<file path="src/design/cachePkg.sv">
package cachePkg;

   // a 16-bit byte address splits into tag, set index and a 4-bit byte offset
   localparam int tagW = 6;
   localparam int setW = 6;
   // word offset inside a block, taken from byte offset bits 3 to 1
   localparam int wordW = 3;

   // each set has an even way and an odd way
   localparam int numSets = 64;
   localparam int wordsPerBlock = 8;

   // processor request, held steady by the processor while stall is high
   typedef struct packed {
      logic [15:0] addr;
      logic [15:0] wrData;
      logic        rd;
      logic        wr;
   } cacheReqT;

   // memory request, addr here is a word address and not a byte address
   typedef struct packed {
      logic [15:0] addr;
      logic [15:0] data;
      logic        rd;
      logic        wr;
   } memReqT;

   // one strobe per returned word, or one strobe to acknowledge a write
   typedef struct packed {
      logic [15:0] data;
      logic        valid;
   } memRespT;

   // victimWay is only meaningful when hit is low
   typedef struct packed {
      logic hit;
      logic hitWay;
      logic victimWay;
   } tagLookupT;

endpackage
</file>
<file path="src/design/cacheFillCtrl.sv">
`timescale 1ns/1ps

module cacheFillCtrl (
   input  logic                         clk,
   input  logic                         rstN,
   input  cachePkg::cacheReqT           cpuReq,
   input  cachePkg::tagLookupT          lookup,
   input  logic                         memGrant,
   input  cachePkg::memRespT            memResp,
   output cachePkg::memReqT             memReq,
   output logic                         stall,
   output logic                         tagWr,
   output logic                         fillWay,
   output logic                         fillWordWr,
   output logic [cachePkg::wordW-1:0]   fillWord,
   output logic                         hitWordWr
);
   import cachePkg::*;

   typedef enum logic [2:0] {
      idle,
      waitGrantRd,
      filling,
      waitGrantWr,
      waitAck
   } stateT;

   stateT            state;
   stateT            nextState;
   logic             victimReg;
   logic [wordW-1:0] wordCnt;
   logic             readMiss;
   logic             lastWord;
   logic [15:0]      wordAddr;
   logic [15:0]      blockAddr;

   // a write takes priority if the processor ever raises both levels
   assign readMiss = cpuReq.rd & ~cpuReq.wr & ~lookup.hit;
   assign lastWord = (wordCnt == wordW'(wordsPerBlock - 1));

   // memory is word addressed, so the byte offset bit 0 drops off
   assign wordAddr = {1'b0, cpuReq.addr[15:1]};
   // block base keeps tag and set and zeroes the word offset
   assign blockAddr = {1'b0, cpuReq.addr[15 -: tagW + setW], {wordW{1'b0}}};

   // during a fill the latched victim is the target way
   // otherwise the hit way is passed on so the data store reads the right word
   assign fillWay = (state == filling) ? victimReg : lookup.hitWay;
   assign fillWord = wordCnt;

   always_ff @(posedge clk) begin
      if (!rstN) begin
         state <= idle;
         wordCnt <= '0;
      end else begin
         state <= nextState;
         // the counter starts from word 0 at every new fill
         if (state == idle && readMiss) begin
            wordCnt <= '0;
         end else if (fillWordWr) begin
            wordCnt <= wordCnt + 1'b1;
         end
      end
   end

   // victim is sampled once at the miss, later lookups in the same set
   // can change their answer as the LRU bit moves
   always_ff @(posedge clk) begin
      if (state == idle && readMiss) begin
         victimReg <= lookup.victimWay;
      end
   end

   always_comb begin
      nextState = state;
      stall = 1'b1;
      memReq.addr = wordAddr;
      memReq.data = cpuReq.wrData;
      memReq.rd = 1'b0;
      memReq.wr = 1'b0;
      tagWr = 1'b0;
      fillWordWr = 1'b0;
      hitWordWr = 1'b0;

      case (state)
         idle: begin
            // a read hit completes here without stalling
            stall = cpuReq.wr | readMiss;
            if (cpuReq.wr) begin
               // write-through with no allocate, only a hit touches the array
               hitWordWr = lookup.hit;
               nextState = waitGrantWr;
            end else if (readMiss) begin
               nextState = waitGrantRd;
            end
         end

         waitGrantRd: begin
            // the read strobe only goes out while the arbiter grants us the bus
            memReq.addr = blockAddr;
            memReq.rd = memGrant;
            if (memGrant) begin
               nextState = filling;
            end
         end

         filling: begin
            // words come back in ascending order, one per valid strobe
            if (memResp.valid) begin
               fillWordWr = 1'b1;
               if (lastWord) begin
                  // tag goes in on the same edge as the last word
                  // so the next lookup hits and stall drops
                  tagWr = 1'b1;
                  nextState = idle;
               end
            end
         end

         waitGrantWr: begin
            memReq.wr = memGrant;
            if (memGrant) begin
               nextState = waitAck;
            end
         end

         waitAck: begin
            // stall falls in the ack cycle so the processor moves on
            // before the controller is back in idle
            if (memResp.valid) begin
               stall = 1'b0;
               nextState = idle;
            end
         end

         default: begin
            nextState = idle;
         end
      endcase
   end

endmodule

</file>
<file path="config.mk">
export PLATFORM = sky130hd
export DESIGN_NAME = cacheFillCtrl
export DESIGN_NICKNAME = d
export VERILOG_FILES = /design/src/design/cachePkg.sv /design/src/design/cacheFillCtrl.sv
export SDC_FILE = /design/constraint.sdc
export NUM_CORES = 1
export LEC_CHECK = 0
export BUFFER_PORTS_ARGS = -buffer_cell sky130_fd_sc_hd__buf_2
export CORE_UTILIZATION = 32
export CTS_CLUSTER_DIAMETER = 50
export DETAILED_ROUTE_END_ITERATION = 8
export PLACE_DENSITY = 0.85
export SYNTH_ARGS = -nofsm -noshare
export SYNTH_HDL_FRONTEND = slang
export SYNTH_SLANG_ARGS = --single-unit
</file>
<file path="constraint.sdc">
create_clock -name clk -period 3.5 [get_ports clk]
set_clock_uncertainty 0.1 [all_clocks]
set_input_delay 0.7 -clock clk [delete_from_list [all_inputs] [get_ports clk]]
set_output_delay 0.7 -clock clk [all_outputs]
set_load 0.005 [all_outputs]
</file>
# [Yosys cells after proc, flatten, opt, wreduce, memory -nomap -nowiden]
# Cells that the tools add are included.
[totals] output_inout_bits=42 in_bits=57 elab_cells=46 ff_bits=7
[op_classes] reduce_logical=4 n_addsub=1 muxes=21 bitwise=6 eq_ne=11
[op_table] cell="two-way mux 3 bit" count=8
[op_table] cell="one-hot mux 3 bit (5 select lines)" count=1
[op_table] cell="two-way mux 1 bit" count=11
[op_table] cell="inequality test 2 bit, second input constant" count=5
[op_table] cell="== test 3 x 2 -> 1 bit, second input constant" count=2
[op_table] cell="== test 3 bit, second input constant" count=2
[op_table] cell="AND reduction 6 bit" count=1
[op_table] cell="adder 3 x 1 -> 3 bit, second input constant" count=1
[op_table] cell="== test 3 x 1 -> 1 bit, second input constant" count=1
[op_table] cell="logical NOT 3 bit" count=1
[op_table] cell="inequality test 3 bit, second input constant" count=1
[op_table] cell="inverter 1 bit" count=3
[op_table] cell="bitwise AND 1 bit" count=2
[op_table] cell="one-hot mux 1 bit (2 select lines)" count=1
[op_table] cell="OR reduction 2 bit" count=1
[op_table] cell="logical AND 1 bit" count=1
[op_table] cell="bitwise OR 1 bit" count=1

# [Logic depth before layout (Yosys ltp)]
[depth] depth_word=6 mapped_depth=6

# [Worst setup path before layout]
# No wires, ideal clock.
[synth_path] path_type="input -> output" startpoint="input port memResp[0] in the netlist's numbering" endpoint="output port tagWr" setup_slack_ps=1552 required_time_ps=2700 arrival_ps=1148 stages=3 cell_sequence="and3_1 > buf_2 > and2_1"
[synth_between] elab_chain_cells=2
[synth_rtl] item="start: declaration" line="cacheFillCtrl.sv:9" rtl="input cachePkg::memRespT memResp,"
[synth_rtl] item="two-way mux 1 bit" line="cacheFillCtrl.sv:109" rtl="if (memResp.valid) begin"
[synth_rtl] item="two-way mux 1 bit" line="cacheFillCtrl.sv:85" rtl="case (state)"
[synth_rtl] item="end: declaration" line="cacheFillCtrl.sv:12" rtl="output logic tagWr,"
# Every way passes these cells.

# [Worst setup path after layout]
[layout_path] startpoint="register state[0]" endpoint="output port stall"
[layout_between] elab_chain_cells=2
[layout_rtl] item="start: declaration" line="cacheFillCtrl.sv:28" rtl="stateT state;"
[layout_rtl] item="start signal: assignment" line="cacheFillCtrl.sv:53" rtl="state <= idle;"
[layout_rtl] item="start signal: assignment" line="cacheFillCtrl.sv:56" rtl="state <= nextState;"
[layout_rtl] item="== test 3 bit or logical NOT 3 bit (tied branches)" line="cacheFillCtrl.sv:85"
[layout_rtl] item="one-hot mux 1 bit (2 select lines) (*)" line="cacheFillCtrl.sv:85"
[layout_rtl] item="end: declaration" line="cacheFillCtrl.sv:11" rtl="output logic stall,"
# Mark *: on every way between the ends. The rest lies on a longest branch, timed or not.

==> flow_summary.ini <==
[outcome]
outcome = completed

[synthesis]
yosysSeqAreaShare = 0.216
synth_top_cell_by_area = buf_4
async_flop_share = 0
mappedNetlistNets = 143
synth_area_leaders = buf_4 (31%), dfxtp_1 (17%), mux2i_1 (5.8%), edfxtp_1 (4.3%), nand2_1 (3.8%)
synth_edf_count = 1
synth.top_cell.area_share = 0.314
yosys_warnings = 0
avgSynthCellArea_um2 = 8.27
synth_cell_types = 28
syn_inst = 84
netlist_area_um2 = 694
synth_flop_cell = dfxtp_1
yosys_register_bits = 7

[grt]
grt_use_met3 = 0.0314
antenna_found_initial = 0
grt_pass1_vias = 456
grt_use_met1 = 0.0947
grt_use_total = 0.109
gr-usage-met2 = 0.202
grt_max_degree = 11
grt_overflow = 0
grt_pass1_wl_um = 1970
grt-busiest-layer = met2

[routing]
final_antenna_net_count = 0
drtIter0Drc = 1
wl_um = 1250
num_vias = 479
viasPerCell = 4.48
drc = 0
dr.pass1.iters = 2
routedWlPerCell_um = 11.7

[cts]
clk_pin_slew_ns = 0.05
cts_root_buf = clkbuf_4
clock_sinks = 7
clock_latency_ns = 0.25
post_cts_buffers = 0
cts_tree = yes
numCtsBuffers = 3
hold_buffers = 0
cts_buffer_depth = 2
ctsHtreeMaxLevel = 1
cts_resized = 0

[power]
p_leak_uw = 0.000305
power_frac_seq = 0.350
swShare = 0.365
power_density_nw_per_um2 = 551
max-vdd-ir-drop_uv = 218
p_clk_frac = 0.203
p_comb_frac = 0.447
intPower_uw = 222
p_switching_uw = 128

[floorplan]
coreArea_um2 = 2000
row_count = 16
die_h_um = 48.6
die_area_um2 = 2360
fp.dieW_um = 48.6
ios = 99
start_util = 0.347

[sta]
timing.hold.ws_ns = 0.436
finalHoldViolCount = 0
period_share = 0.638
fin_tns_setup_ns = 0
fmax_mhz = 448
setup_violations = 0
maxSlewViolCount = 0
rsz0062_at_grt = no
layout_min_cycle_time_ns = 2.23

[min_path]
hold_class = flip-flop to flip-flop

[place]
hpwl_um = 1050
placed_area_um2 = 609
port_buffers = 24
gp_congestion = 0.697

[job]
maxCapViolCount = 0

[setup_path]
crit_required_ns = 2.70
cp-end-kind = output port
arrival_ns = 1.43
cp_max_fo = 10
path_class = flip-flop to output port
startpoint_type = flip-flop

[finish]
final_cell_mix = buf_2 (24), nor2_1 (7), nand2_1 (7)
fillers = 213
postLayoutCellArea_um2 = 636
fin_nets = 140
diodes = 0
drive_gt1_frac = 0.413
syn2layout_area_growth_pct = -8.47
final_common_cell = buf_2
==> registers in the layout, indices dropped and copies added (netlist names) <==
name,count
fillWord,3
victimReg,1
state,3
==> final cells by class <==
type	count	area, um^2	share of cell area
Sequential cell	7	150	0.236
Inverter	2	7.51	0.0118
Tap cell	27	33.8	0.0531
Clock buffer	4	26.3	0.0413
Timing Repair Buffer	24	120	0.189
Multi-Input combinational cell	43	298	0.469
==> layer usage <==
layer / part of all wire / up-vias
met2: 0.54 / 18
met1: 0.35 / 215
met4: 0.018 / 0
li1: - / 236
met3: 0.089 / 10
met5: 0 / -
==> cell families after synthesis <==
logic type      count (synthesis)  synth area share
flops                           7             0.216
xor+xnor                        1            0.0126
mux                             5            0.0739
buf+inv                        34             0.355
compound gates                  5            0.0613
fa+ha+maj                       2            0.0360
simple gates                   29             0.240
other cells                     1           0.00540
==> power groups by stage <==
stage                     clock network, uW  registers, uW  logic (uW)
after floorplan                           0            103         170
final                                  71.1            123         157
after global placement                    0            122         154
after CTS                              75.9            122         158
after detailed placement                  0            124         157
after global routing                   80.4            125         175
==> critical path: stages (launching register included) <==
cell and delay [ns]:
dfxtp_1 0.39, or3_4 0.42, nor3_2 0.17, a31oi_1 0.07, buf_2 0.14
==> final timing paths <==
path                     from           to  slack, ns  cells past startpoint
setup / recovery     state[0]        stall       1.27                      4
hold / removal    fillWord[1]  fillWord[1]       0.44                      2
setup reg to reg  fillWord[0]     state[1]       1.85                      6
hold reg to reg   fillWord[1]  fillWord[1]       0.44                      2
==> per-stage QoR <==
step | util | setup WS (ns) | std cells | total power (uW)
finish | 0.318 | 1.27 | 107 | 350
global route | 0.318 | 1.17 | 107 | 381
CTS | 0.318 | 1.26 | 107 | 357
detailed placement | 0.304 | 1.29 | 103 | 281
global placement | 0.304 | 1.33 | 103 | 276
floorplan | - | 1.55 | 84 | 273
==> synth_stat cells, drive strengths merged (2+ instances only) <==
cell type and instances:
buf 32, nand2 7, nor2 7, dfxtp 6, and2 4, mux2i 4
and3 2, ha 2, inv 2, nor2b 2, nor3 2
No activity file was read; power rests on OpenSTA's default activity.
